File: config.mk
export PLATFORM = sky130hd
export DESIGN_NAME = chipRamTop
export DESIGN_NICKNAME = d
export VERILOG_FILES = /design/src/source/chipRamPkg.sv /design/src/source/refreshTimer.sv /design/src/source/dmaSlotCapture.sv /design/src/source/sdramAddrMux.sv /design/src/source/sdramSequencer.sv /design/src/source/chipRamTop.sv
export VERILOG_INCLUDE_DIRS = /design/src /design/src/source
export SDC_FILE = /design/constraint.sdc
export NUM_CORES = 1
export LEC_CHECK = 0
export BUFFER_PORTS_ARGS = -buffer_cell sky130_fd_sc_hd__buf_2
export CORE_MARGIN = 8
export CORE_UTILIZATION = 35
export CTS_BUF_LIST = sky130_fd_sc_hd__clkbuf_2
export CTS_CLUSTER_DIAMETER = 40
export DETAILED_ROUTE_END_ITERATION = 6
export HOLD_SLACK_MARGIN = 0.02
export PLACE_DENSITY = 0.56
export SLEW_MARGIN = 20
export SYNTH_ARGS = -nofsm -noshare
export SYNTH_HDL_FRONTEND = slang
export SYNTH_SLANG_ARGS = --single-unit
File: constraint.sdc
create_clock -name C1 -period 2.46 [get_ports C1]
set_input_delay 0.123 -clock C1 [delete_from_list [all_inputs] [get_ports C1]]
set_output_delay 0.123 -clock C1 [all_outputs]
set_load 0.05 [all_outputs]
File: src/source/chipRam_cfg.svh
`ifndef CHIPRAM_CFG_SVH
`define CHIPRAM_CFG_SVH

//////////////////////////////
// Refresh
//////////////////////////////

// 8192 refreshes per 64 ms gives one every 7.8 us
// About 28 cycles of a 3.55 MHz C1
`define CR_REFRESH_INTERVAL 8'd27

//////////////////////////////
// Power-up sequence
//////////////////////////////

// Step 0 issues the all-bank precharge
`define CR_INIT_MRS_STEP 4'd2
`define CR_INIT_REF1_STEP 4'd5
`define CR_INIT_REF2_STEP 4'd9
// Controller goes live on the step after this one
`define CR_INIT_DONE_STEP 4'd13

// Mode register: CAS latency 2, sequential burst of 4
`define CR_MODE_WORD 11'b000_0010_0010

`endif

File: src/source/chipRamPkg.sv
package chipRamPkg;

    //////////////////////////////
    // SDRAM command encoding
    //////////////////////////////

    // Pin order is csN rasN casN weN, MSB first
    localparam logic [3:0] cmdNop         = 4'b1111;
    localparam logic [3:0] cmdPrecharge   = 4'b0010;
    localparam logic [3:0] cmdActivate    = 4'b0011;
    localparam logic [3:0] cmdRead        = 4'b0101;
    localparam logic [3:0] cmdWrite       = 4'b0100;
    localparam logic [3:0] cmdAutoRefresh = 4'b0001;
    localparam logic [3:0] cmdModeReg     = 4'b0000;

    // The sequencer writes the code and the pin register reads the strobes
    typedef union packed {
        logic [3:0] code;
        struct packed {
            logic csN;
            logic rasN;
            logic casN;
            logic weN;
        } pins;
    } sdramCmdT;

    //////////////////////////////
    // Bus bundles
    //////////////////////////////

    // CPU side, addr is the word address A20..A1
    typedef struct packed {
        logic        tsN;
        logic        ramSpaceN;
        logic        rnw;
        logic [20:1] addr;
    } cpuReqT;

    // Video/DMA chip DRAM strobes and multiplexed address
    typedef struct packed {
        logic       ras0N;
        logic       ras1N;
        logic       caslN;
        logic       casuN;
        logic       aweN;
        logic       dbrN;
        logic [9:0] dra;
    } agnusBusT;

    // Captured DMA slot
    typedef struct packed {
        logic [9:0] row;
        logic [9:0] col;
        logic       rowBank;
        logic       write;
    } dmaSlotT;

    // SDRAM pins as driven to the device
    typedef struct packed {
        sdramCmdT    cmd;
        logic [10:0] addr;
    } sdramBusT;

endpackage

File: src/source/refreshTimer.sv
`include "chipRam_cfg.svh"

module refreshTimer #(
    parameter logic [7:0] refreshInterval = `CR_REFRESH_INTERVAL
) (
    input  logic C1,
    input  logic REFRESH_RST,
    input  logic refreshIssued,
    output logic refreshDue
);

    // Cycles since the last auto-refresh
    logic [7:0] sinceRefresh;

    //////////////////////////////
    // Interval counter
    //////////////////////////////

    always_ff @(posedge C1 or posedge REFRESH_RST) begin
        if (REFRESH_RST) begin
            sinceRefresh <= 8'd0;
        end else if (refreshIssued) begin
            // Restart the interval on every refresh, init ones included
            sinceRefresh <= 8'd0;
        end else if (sinceRefresh != 8'hFF) begin
            // Stop at full scale so a long stall cannot wrap
            sinceRefresh <= sinceRefresh + 8'd1;
        end
    end

    // Due flag stays up until the sequencer gets round to it
    assign refreshDue = (sinceRefresh >= refreshInterval);

endmodule

File: src/source/dmaSlotCapture.sv
module dmaSlotCapture (
    input  logic                 C1,
    input  logic                 REFRESH_RST,
    input  chipRamPkg::agnusBusT agnus,
    input  logic                 dmaTaken,
    output logic                 dmaPending,
    output chipRamPkg::dmaSlotT  dmaSlot,
    output logic                 dbrIdle
);

    import chipRamPkg::*;

    // Two sync stages plus one history bit for the edge
    logic [2:0] rasSync;
    logic [2:0] casSync;
    logic [1:0] dbrSync;
    logic       rasFall;
    logic       casFall;

    //////////////////////////////
    // Strobe synchronizers
    //////////////////////////////

    // Strobes idle high, so they come out of reset high
    always_ff @(posedge C1 or posedge REFRESH_RST) begin
        if (REFRESH_RST) begin
            rasSync <= 3'b111;
            casSync <= 3'b111;
            dbrSync <= 2'b11;
        end else begin
            // Either RAS low counts as a row strobe
            rasSync <= {rasSync[1:0], agnus.ras0N & agnus.ras1N};
            // Either byte lane CAS counts as a column strobe
            casSync <= {casSync[1:0], agnus.caslN & agnus.casuN};
            dbrSync <= {dbrSync[0], agnus.dbrN};
        end
    end

    assign rasFall = rasSync[2] & ~rasSync[1];
    assign casFall = casSync[2] & ~casSync[1];

    // CPU may go only when bus request has read high in both stages
    assign dbrIdle = &dbrSync;

    //////////////////////////////
    // Address capture
    //////////////////////////////

    // dra is stable while the strobe is held low
    always_ff @(posedge C1) begin
        if (rasFall) begin
            dmaSlot.row     <= agnus.dra;
            // ras0N picks the 512K half in the 1 MB map
            dmaSlot.rowBank <= agnus.ras0N;
        end
        if (casFall) begin
            dmaSlot.col   <= agnus.dra;
            dmaSlot.write <= ~agnus.aweN;
        end
    end

    // Request pending
    // a new column strobe wins over the take pulse
    always_ff @(posedge C1 or posedge REFRESH_RST) begin
        if (REFRESH_RST) begin
            dmaPending <= 1'b0;
        end else begin
            dmaPending <= casFall | (dmaPending & ~dmaTaken);
        end
    end

endmodule

File: src/source/sdramAddrMux.sv
`include "chipRam_cfg.svh"

module sdramAddrMux (
    input  logic                 C1,
    input  logic                 REFRESH_RST,
    input  chipRamPkg::sdramCmdT cmd,
    input  logic                 cpuSel,
    input  logic [20:1]          cpuAddr,
    input  chipRamPkg::dmaSlotT  dmaSlot,
    output chipRamPkg::sdramBusT sdram
);

    import chipRamPkg::*;

    // Registered pin state, joined onto the bus below
    sdramCmdT    pinCmd;
    logic [10:0] pinAddr;

    //////////////////////////////
    // Command pins
    //////////////////////////////

    // Pins lag the sequencer command by one cycle
    always_ff @(posedge C1 or posedge REFRESH_RST) begin
        if (REFRESH_RST) begin
            pinCmd.code <= cmdNop;
        end else begin
            pinCmd.pins <= cmd.pins;
        end
    end

    //////////////////////////////
    // Address pins
    //////////////////////////////

    // Video chip multiplexing for the 1 MB map
    //   row  A19 A17..A9
    //   col  A18 A8..A2
    // Column bit 0 of the DMA slot drives the buffer enable instead
    always_ff @(posedge C1) begin
        case (cmd.code)
            // A10 high precharges every bank
            cmdPrecharge: pinAddr <= 11'b100_0000_0000;
            cmdModeReg:   pinAddr <= `CR_MODE_WORD;
            cmdActivate: begin
                if (cpuSel) begin
                    pinAddr <= {1'b0, cpuAddr[19], cpuAddr[17:9]};
                end else begin
                    pinAddr <= {1'b0, dmaSlot.rowBank, dmaSlot.row[8:0]};
                end
            end
            cmdRead, cmdWrite: begin
                if (cpuSel) begin
                    pinAddr <= {3'b000, cpuAddr[18], cpuAddr[8:2]};
                end else begin
                    pinAddr <= {3'b000, dmaSlot.col[8:1]};
                end
            end
            // NOP and refresh leave the bus as it was
            default: pinAddr <= pinAddr;
        endcase
    end

    assign sdram = {pinCmd, pinAddr};

endmodule

File: src/source/sdramSequencer.sv
`include "chipRam_cfg.svh"

module sdramSequencer (
    input  logic                 C1,
    input  logic                 REFRESH_RST,
    input  chipRamPkg::cpuReqT   cpu,
    input  logic                 dmaPending,
    input  logic                 dmaWrite,
    input  logic                 dmaCol0,
    input  logic                 dbrIdle,
    input  logic                 refreshDue,
    output chipRamPkg::sdramCmdT cmd,
    output logic                 cpuSel,
    output logic                 refreshIssued,
    output logic                 dmaTaken,
    output logic                 cpuTack,
    output logic                 cpuCycle,
    output logic                 dmaCycle,
    output logic                 dbEnN,
    output logic                 dbDir
);

    import chipRamPkg::*;

    // Step counter, shared by init, refresh and access
    logic [3:0] step;
    logic       configured;
    logic       refreshCycle;
    logic       writeCycle;
    logic       cpuPending;
    logic       cpuReq;
    logic       idle;
    logic       dmaStart;
    logic       cpuStart;

    //////////////////////////////
    // Arbitration
    //////////////////////////////

    // CPU request is transfer start inside chip RAM space
    assign cpuReq = ~cpu.tsN & ~cpu.ramSpaceN;

    // Idle only after init and with no cycle in flight
    assign idle = configured & ~refreshCycle & ~cpuCycle & ~dmaCycle;

    // Refresh first, then DMA, then CPU
    assign dmaStart = idle & ~refreshDue & dmaPending;
    // CPU waits while the video chip holds the bus request
    assign cpuStart = idle & ~refreshDue & ~dmaPending & cpuPending & dbrIdle;

    assign dmaTaken      = dmaStart;
    assign refreshIssued = (cmd.code == cmdAutoRefresh);
    // Address mux follows the owner of the current access
    assign cpuSel        = cpuCycle;

    //////////////////////////////
    // Control FSM
    //////////////////////////////

    always_ff @(posedge C1 or posedge REFRESH_RST) begin
        if (REFRESH_RST) begin
            cmd.code     <= cmdNop;
            step         <= 4'd0;
            configured   <= 1'b0;
            refreshCycle <= 1'b0;
            writeCycle   <= 1'b0;
            cpuPending   <= 1'b0;
            cpuTack      <= 1'b0;
            cpuCycle     <= 1'b0;
            dmaCycle     <= 1'b0;
            dbEnN        <= 1'b1;
            dbDir        <= 1'b1;
        end else begin
            // Steps run on by themselves once started
            if (step != 4'd0) begin
                step <= step + 4'd1;
            end

            // Hold the CPU request until it is admitted
            // fresh strobes during its own cycle are ignored
            cpuPending <= (cpuPending & ~cpuStart) | (cpuReq & ~cpuCycle & ~cpuStart);

            if (!configured) begin
                // Power-up sequence
                case (step)
                    4'd0: begin
                        cmd.code <= cmdPrecharge;
                        step     <= 4'd1;
                    end
                    `CR_INIT_MRS_STEP: begin
                        cmd.code <= cmdModeReg;
                    end
                    `CR_INIT_REF1_STEP, `CR_INIT_REF2_STEP: begin
                        cmd.code <= cmdAutoRefresh;
                    end
                    `CR_INIT_DONE_STEP: begin
                        cmd.code   <= cmdNop;
                        configured <= 1'b1;
                        step       <= 4'd0;
                    end
                    default: begin
                        cmd.code <= cmdNop;
                    end
                endcase
            end else if (refreshCycle) begin
                // tRFC covered by three NOP steps
                cmd.code <= cmdNop;
                if (step == 4'd3) begin
                    refreshCycle <= 1'b0;
                    step         <= 4'd0;
                end
            end else if (cpuCycle || dmaCycle) begin
                // Fixed access cycle
                case (step)
                    4'd2: begin
                        // CAS latency 2 from here
                        cmd.code <= writeCycle ? cmdWrite : cmdRead;
                    end
                    4'd3: begin
                        cmd.code <= cmdPrecharge;
                    end
                    4'd4: begin
                        cmd.code <= cmdNop;
                        // Read data is valid by the next step
                        cpuTack  <= cpuCycle;
                    end
                    4'd5: begin
                        cmd.code <= cmdNop;
                        cpuTack  <= 1'b0;
                    end
                    4'd7: begin
                        cmd.code <= cmdNop;
                        cpuCycle <= 1'b0;
                        dmaCycle <= 1'b0;
                        dbEnN    <= 1'b1;
                        dbDir    <= 1'b1;
                        step     <= 4'd0;
                    end
                    default: begin
                        cmd.code <= cmdNop;
                    end
                endcase
            end else if (refreshDue) begin
                // Refresh wins any idle slot
                cmd.code     <= cmdAutoRefresh;
                refreshCycle <= 1'b1;
                step         <= 4'd1;
            end else if (dmaStart) begin
                cmd.code   <= cmdActivate;
                dmaCycle   <= 1'b1;
                writeCycle <= dmaWrite;
                // Column bit 0 selects the buffer for DMA
                dbEnN      <= ~dmaCol0;
                dbDir      <= ~dmaWrite;
                step       <= 4'd1;
            end else if (cpuStart) begin
                cmd.code   <= cmdActivate;
                cpuCycle   <= 1'b1;
                writeCycle <= ~cpu.rnw;
                // Buffer toward the video chip stays off for CPU cycles
                dbEnN      <= 1'b1;
                dbDir      <= cpu.rnw;
                step       <= 4'd1;
            end else begin
                cmd.code <= cmdNop;
            end
        end
    end

endmodule

File: src/source/chipRamTop.sv
`include "chipRam_cfg.svh"

module chipRamTop #(
    parameter logic [7:0] refreshInterval = `CR_REFRESH_INTERVAL
) (
    input  logic                 C1,
    input  logic                 REFRESH_RST,
    input  chipRamPkg::cpuReqT   cpu,
    input  chipRamPkg::agnusBusT agnus,
    output chipRamPkg::sdramBusT sdram,
    output logic                 cpuTack,
    output logic                 cpuCycle,
    output logic                 dmaCycle,
    output logic                 dbEnN,
    output logic                 dbDir
);

    import chipRamPkg::*;

    // Internal links between the blocks
    logic     refreshDue;
    logic     refreshIssued;
    logic     dmaPending;
    logic     dmaTaken;
    logic     dbrIdle;
    logic     cpuSel;
    dmaSlotT  dmaSlot;
    sdramCmdT cmd;

    //////////////////////////////
    // Refresh and DMA capture
    //////////////////////////////

    refreshTimer #(
        .refreshInterval(refreshInterval)
    ) refreshTimer0 (
        .C1           (C1),
        .REFRESH_RST  (REFRESH_RST),
        .refreshIssued(refreshIssued),
        .refreshDue   (refreshDue)
    );

    dmaSlotCapture dmaSlotCapture0 (
        .C1         (C1),
        .REFRESH_RST(REFRESH_RST),
        .agnus      (agnus),
        .dmaTaken   (dmaTaken),
        .dmaPending (dmaPending),
        .dmaSlot    (dmaSlot),
        .dbrIdle    (dbrIdle)
    );

    //////////////////////////////
    // Sequencer and pin drive
    //////////////////////////////

    sdramSequencer sdramSequencer0 (
        .C1           (C1),
        .REFRESH_RST  (REFRESH_RST),
        .cpu          (cpu),
        .dmaPending   (dmaPending),
        .dmaWrite     (dmaSlot.write),
        .dmaCol0      (dmaSlot.col[0]),
        .dbrIdle      (dbrIdle),
        .refreshDue   (refreshDue),
        .cmd          (cmd),
        .cpuSel       (cpuSel),
        .refreshIssued(refreshIssued),
        .dmaTaken     (dmaTaken),
        .cpuTack      (cpuTack),
        .cpuCycle     (cpuCycle),
        .dmaCycle     (dmaCycle),
        .dbEnN        (dbEnN),
        .dbDir        (dbDir)
    );

    sdramAddrMux sdramAddrMux0 (
        .C1         (C1),
        .REFRESH_RST(REFRESH_RST),
        .cmd        (cmd),
        .cpuSel     (cpuSel),
        .cpuAddr    (cpu.addr),
        .dmaSlot    (dmaSlot),
        .sdram      (sdram)
    );

endmodule

# == Word-level counts from Yosys, hierarchy flattened ==
# Index checks and enable logic that the tools add are counted.
# totals
output_inout_bits,20
elab_cells,144
reg_bits,69
# op_classes
bitwise,35
magnitude_cmp,1
muxes,49
n_addsub,2
reduce_logical,19
n_eq_ne,16
# ops
cell,n
4-bit 2-to-1 mux,15
11-bit case mux with 4 select lines,1
1-bit 2-to-1 mux,25
8-bit 2-to-1 mux,3
4-bit by 3-bit equality test with 1-bit output (second input constant),5
1-bit AND,17
4-bit by 2-bit equality test with 1-bit output (second input constant),4
1-bit inverter,16
4-bit case mux with 2 select lines,2
5-bit AND reduction,3
4-bit case mux with 3 select lines,1
10-bit 2-to-1 mux,1
2-bit nonzero test,5
8-bit by 1-bit adder with 8-bit output (second input constant),1
4-bit equality test (second input constant),2
8-bit by 5-bit >= comparator with 1-bit output (second input constant),1
4-bit logical NOT,2
8-bit != test (second input constant),1
4-bit nonzero test,2
6-bit AND reduction,1
4-bit by 1-bit adder with 4-bit output (second input constant),1
4-bit by 1-bit equality test with 1-bit output (second input constant),1
2-bit != test (second input constant),2
4-bit AND reduction,1
other kinds (7),9

# == Longest topological paths before layout ==
# depth
ltp_word,14
mapped_depth,6
mapped_depth_nobuf,6

# == By module ==
# From an unflattened synthesis, not the netlist that was laid out.
# hier_totals
cells_unflattened,255
hier_area_um2,3180.6
# modules_own_cells
mod,n_inst,cells_per_inst,area_each_um2
sdramSequencer,1,110,1023.5
dmaSlotCapture,1,40,953.4
sdramAddrMux,1,57,767.0
refreshTimer,1,48,436.7

# == Worst setup path after synthesis ==
# Ideal clock, no wire load.
# synth_path
path_type,register to register
startpoint,register sdramSequencer0.cpuCycle
endpoint,register sdramSequencer0.writeCycle
path_stages_with_launch,5
synth_period_minus_slack_ns,2.154
arrival_time_ns,2.029
path_slack_ns,0.306
setup_time_ns,0.125
path_cell_list,dfrtp_1 > buf_2 > or4b_4 > nor4_4 > mux2_2
# synth_via
elab_chain_len,9
elab_cells_between_ends,13
# synth_lines
element,line_no,source
from (decl),sdramSequencer.sv:17,"output logic cpuCycle,"
from (signal assigned),sdramSequencer.sv:69,cpuCycle <= 1'b0;
from (signal assigned),sdramSequencer.sv:133,cpuCycle <= 1'b0;
from (signal assigned),sdramSequencer.sv:158,cpuCycle <= 1'b1;
1-bit inverter,sdramSequencer.sv:44,assign idle = configured & ~refreshCycle & ~cpuCycle & ~dmaCycle;
1-bit AND (2 in a row),sdramSequencer.sv:44,
1-bit AND,"sdramSequencer.sv:47, sdramSequencer.sv:49",
1-bit AND (3 in a row),sdramSequencer.sv:49,assign cpuStart = idle & ~refreshDue & ~dmaPending & cpuPending & dbrIdle;
2-bit nonzero test (no source line),--,
5-bit AND reduction (no source line),--,
to (signal assigned),sdramSequencer.sv:151,writeCycle <= dmaWrite;
to (signal assigned),sdramSequencer.sv:159,writeCycle <= ~cpu.rnw;
to (decl),sdramSequencer.sv:29,logic writeCycle;
# Several ways; a longest one is shown, not always the timed one.
# A chain may end at the register's enable or synchronous reset.

# == Final worst setup path ==
# layout_path
startpoint,register sdramSequencer0.step[1]
endpoint,register sdramSequencer0.dbDir
# layout_via
elab_chain_len,3
# layout_lines
element,line_no,source
from (decl),sdramSequencer.sv:26,logic [3:0] step;
from (signal assigned),sdramSequencer.sv:76,step <= step + 4'd1;
4-bit by 3-bit equality test with 1-bit output,sdramSequencer.sv:114,case (step)
2-bit != test (no source line),--,
5-bit AND reduction (no source line),--,
to (signal assigned),sdramSequencer.sv:154,dbDir <= ~dmaWrite;
to (signal assigned),sdramSequencer.sv:162,dbDir <= cpu.rnw;
to (decl),sdramSequencer.sv:20,output logic dbDir
# No other way between the ends.

==> impl_metrics.yaml <==
detailed_routing:
  drt_pass1_iterations: 5
  drt-vias-per-instance: 4.97
  routedWlPerCell_um: 15.1
  ant_nets: 0
  num_vias: 2347
  drc: 0
  drt-total-wl_um: 7120
  drtIter0Drc: 156
critical_path:
  crit_chain: "ha_1 -> or4bb_1 -> a211oi_1 -> o22a_2 -> a2bb2oi_2"
  critPathKind: "reg -> reg"
  crit_fanout: 7
  rrSetupSlack_ns: 0.27
  critical-path-max-stage-delay_ns: 0.56
  end_kind: "flop"
  cp_slowest_cell: "or4bb_1"
  crit_required_ns: 2.90
  r2r_cells: 5
  startpoint_type: "flop"
  arrival_ns: 2.63
logic_synthesis:
  synthAdderAreaFrac_pct: 1.99
  async_flop_share_pct: 55.1
  yosys.area.top_type_share_pct: 29.6
  synth_top_family_by_area: "simple AND/OR/NAND/NOR gates"
  synth_edf_count: 31
  synth_top_cell_by_area: "edfxtp_1"
  synth_area_per_cell_um2: 12.3
  synth_flop_cell: "edfxtp_1"
  syn-num-nets: 302
  synthSimpleGateAreaFrac_pct: 13.9
  ys_warn_count: 0
  synth_cells: 256
  synth-xor-area-share_pct: 1.67
  synth_top_cells_by_area: "edfxtp_1 30%, dfrtp_1 16%, dfstp_2 15%, mux2i_1 7.0%, nor2_1 2.6%"
  ys_types: 51
  muxShareOfSynthArea_pct: 7.36
  seq_area_frac_synth_pct: 60.5
  synth.top_cells.by_count: "31 x edfxtp_1, 22 x mux2i_1, 22 x nor2_1"
  syn-cell-area_um2: 3150
  synth_compound_area_share_pct: 11.9
  yosys_register_bits: 69
  synth_most_common_cell: "edfxtp_1"
sta:
  drv_slew: 0
  finalCritPeriodShare_pct: 89.0
  relSlewSlack_pct: 61.8
  finalSetupTns_ns: 0
  tightest_slew_ns: 0.570
  fin_skew_ns: 0.0156
  grt_setup_unrepaired: "false"
  finalSetupViolCount: 0
  fmax_ghz: 0.457
  hold_violations: 0
  period_minus_slack_ns: 2.19
clocking:
  cts_hold_buf: 29
  cts_buffer_depth: 2
  cts_tree: "built"
  cts_resized: 0
  root_buffer: "clkbuf_2"
  cts_num_sinks: 69
  cts_setup_buffers: 0
  htree_levels: 3
  numCtsBuffers: 9
  clkLatencyLatePin_ns: 0.50
  path_clk_slew_ns: 0.19
grt:
  antenna_found_initial: 1
  grt_usage_pct: 11.5
  overflow: 0
  grt_max_degree: 39
  grt_pass1_wl_um: 11600
  grt_pass1_vias: 2376
run_status:
  status: "finished clean"
run:
  maxCapViolCount: 0
pwr:
  p_leak_uw: 0.00170
  powerDensity_nw_per_um2: 1030
  ir_drop_uv: 433
  total_power_uw: 4190
die:
  io_pins: 61
  dieArea_um2: 12300
  num_rows: 34
  die_x_um: 111
  initial_core_util_pct: 36.1
  core_um2: 8720
  die-height_um: 111
placement:
  portBuffers: 57
  hpwl_um: 5040
  place.gp.congestion: 0.772
  dp.cells: 425
cells_and_area:
  drive_gt1_share_pct: 31.1
  area_delta_synth_final_pct: 29.1
  nets: 404
  final_cells: 472
hold_path:
  min_path_cells: 3
  min_path_type: "in -> reg"
[through the flow]
stage	cell area (µm²)	utilization (%)	hold slack (ns)	worst slack (ns)
global route	4060	46.6	0.0303	0.154
CTS	4050	46.4	0.0203	0.274
detailed placement	3620	41.5	0.229	0.312
global placement	3620	41.5	0.228	0.363
floorplan	3150	-	0.127	0.306
finish	4060	46.6	0.0735	0.270
[logic make-up after synthesis]
group,after synthesis
XOR/XNOR,6
AND/OR/NAND/NOR,79
buffers and inverters,19
flip-flops,69
adder cells (fa/ha/maj),5
AO/OA/AOI/OAI,55
multiplexers,23
[state kept, by name (all words and copies together) (netlist names), 2 cells and up]
signal	count
dmaSlotCapture0.casSync	3
dmaSlotCapture0.dbrSync	2
dmaSlotCapture0.dmaSlot	20
dmaSlotCapture0.rasSync	3
refreshTimer0.sinceRefresh	8
sdramAddrMux0.pinAddr	11
sdramAddrMux0.pinCmd	4
sdramSequencer0.cmd	4
sdramSequencer0.step	4
[power breakdown]
group / switching, µW / internal, µW / total [µW] / leakage (µW)
sequential: 214 / 1520 / 1730 / 0.000712
clock: 421 / 340 / 762 / 0.0000801
combinational: 1040 / 663 / 1700 / 0.000910
[placed cells by master, fill, tap and decap left out, types with 3 or more instances in the layout]
cell	count
dfrtp_1	20
nand2_1	9
dfstp_2	18
and2_1	5
a31oi_1	9
a21oi_1	9
nand3_1	6
mux2i_1	22
edfxtp_1	31
nor2b_1	5
buf_2	57
buf_4	12
inv_1	11
ha_1	5
nand4_1	3
nand2b_1	3
o22ai_1	8
nor3_1	10
nor2_1	22
dlygate4sd3_1	30
o21ai_0	10
clkbuf_2	9
xor2_1	4
or2_2	3
[path summary, 6_finish.rpt]
| path | from | endpoint |
|---|---|---|
| max reg2reg | sdramSequencer0.step[1] | sdramSequencer0.dbDir |
| max | sdramSequencer0.step[1] | sdramSequencer0.dbDir |
| min in group asynchronous | REFRESH_RST | refreshTimer0.sinceRefresh[5] |
| min | cpu[12] | sdramAddrMux0.pinAddr[4] |
| max in group asynchronous | REFRESH_RST | sdramAddrMux0.pinCmd[2] |
| min reg2reg | dmaSlotCapture0.rasSync[0] | dmaSlotCapture0.rasSync[1] |
[layout make-up]
| type | count | area, µm² |
|---|---|---|
| fill | 766 | 4660 |
| sequential | 69 | 1900 |
| multi-input combinational | 168 | 1160 |
| timing repair buffer | 99 | 676 |
| tap | 108 | 135 |
| clock inverter | 7 | 97.6 |
| clock buffer | 9 | 45.0 |
| inverter | 11 | 41.3 |
| antenna | 1 | 2.50 |
[worst max-delay path, delay by kind of cell (launching register included)]
family / cells / cell delay, ns
DFF: 1 / 0.44
adders and majority gates: 1 / 0.30
AOI/OAI and AO/OA: 3 / 0.85
and+or+nand+nor: 1 / 0.56
[layer usage]
metal	track usage (%)	vias up	part of all wire (%)
met4	6.49	0	1.9
met5	0	-	0
met2	17.8	47	46
met1	14.5	1124	49
li1	-	1165	-
met3	2.54	11	3.3
(Power assumes the default switching activity.)
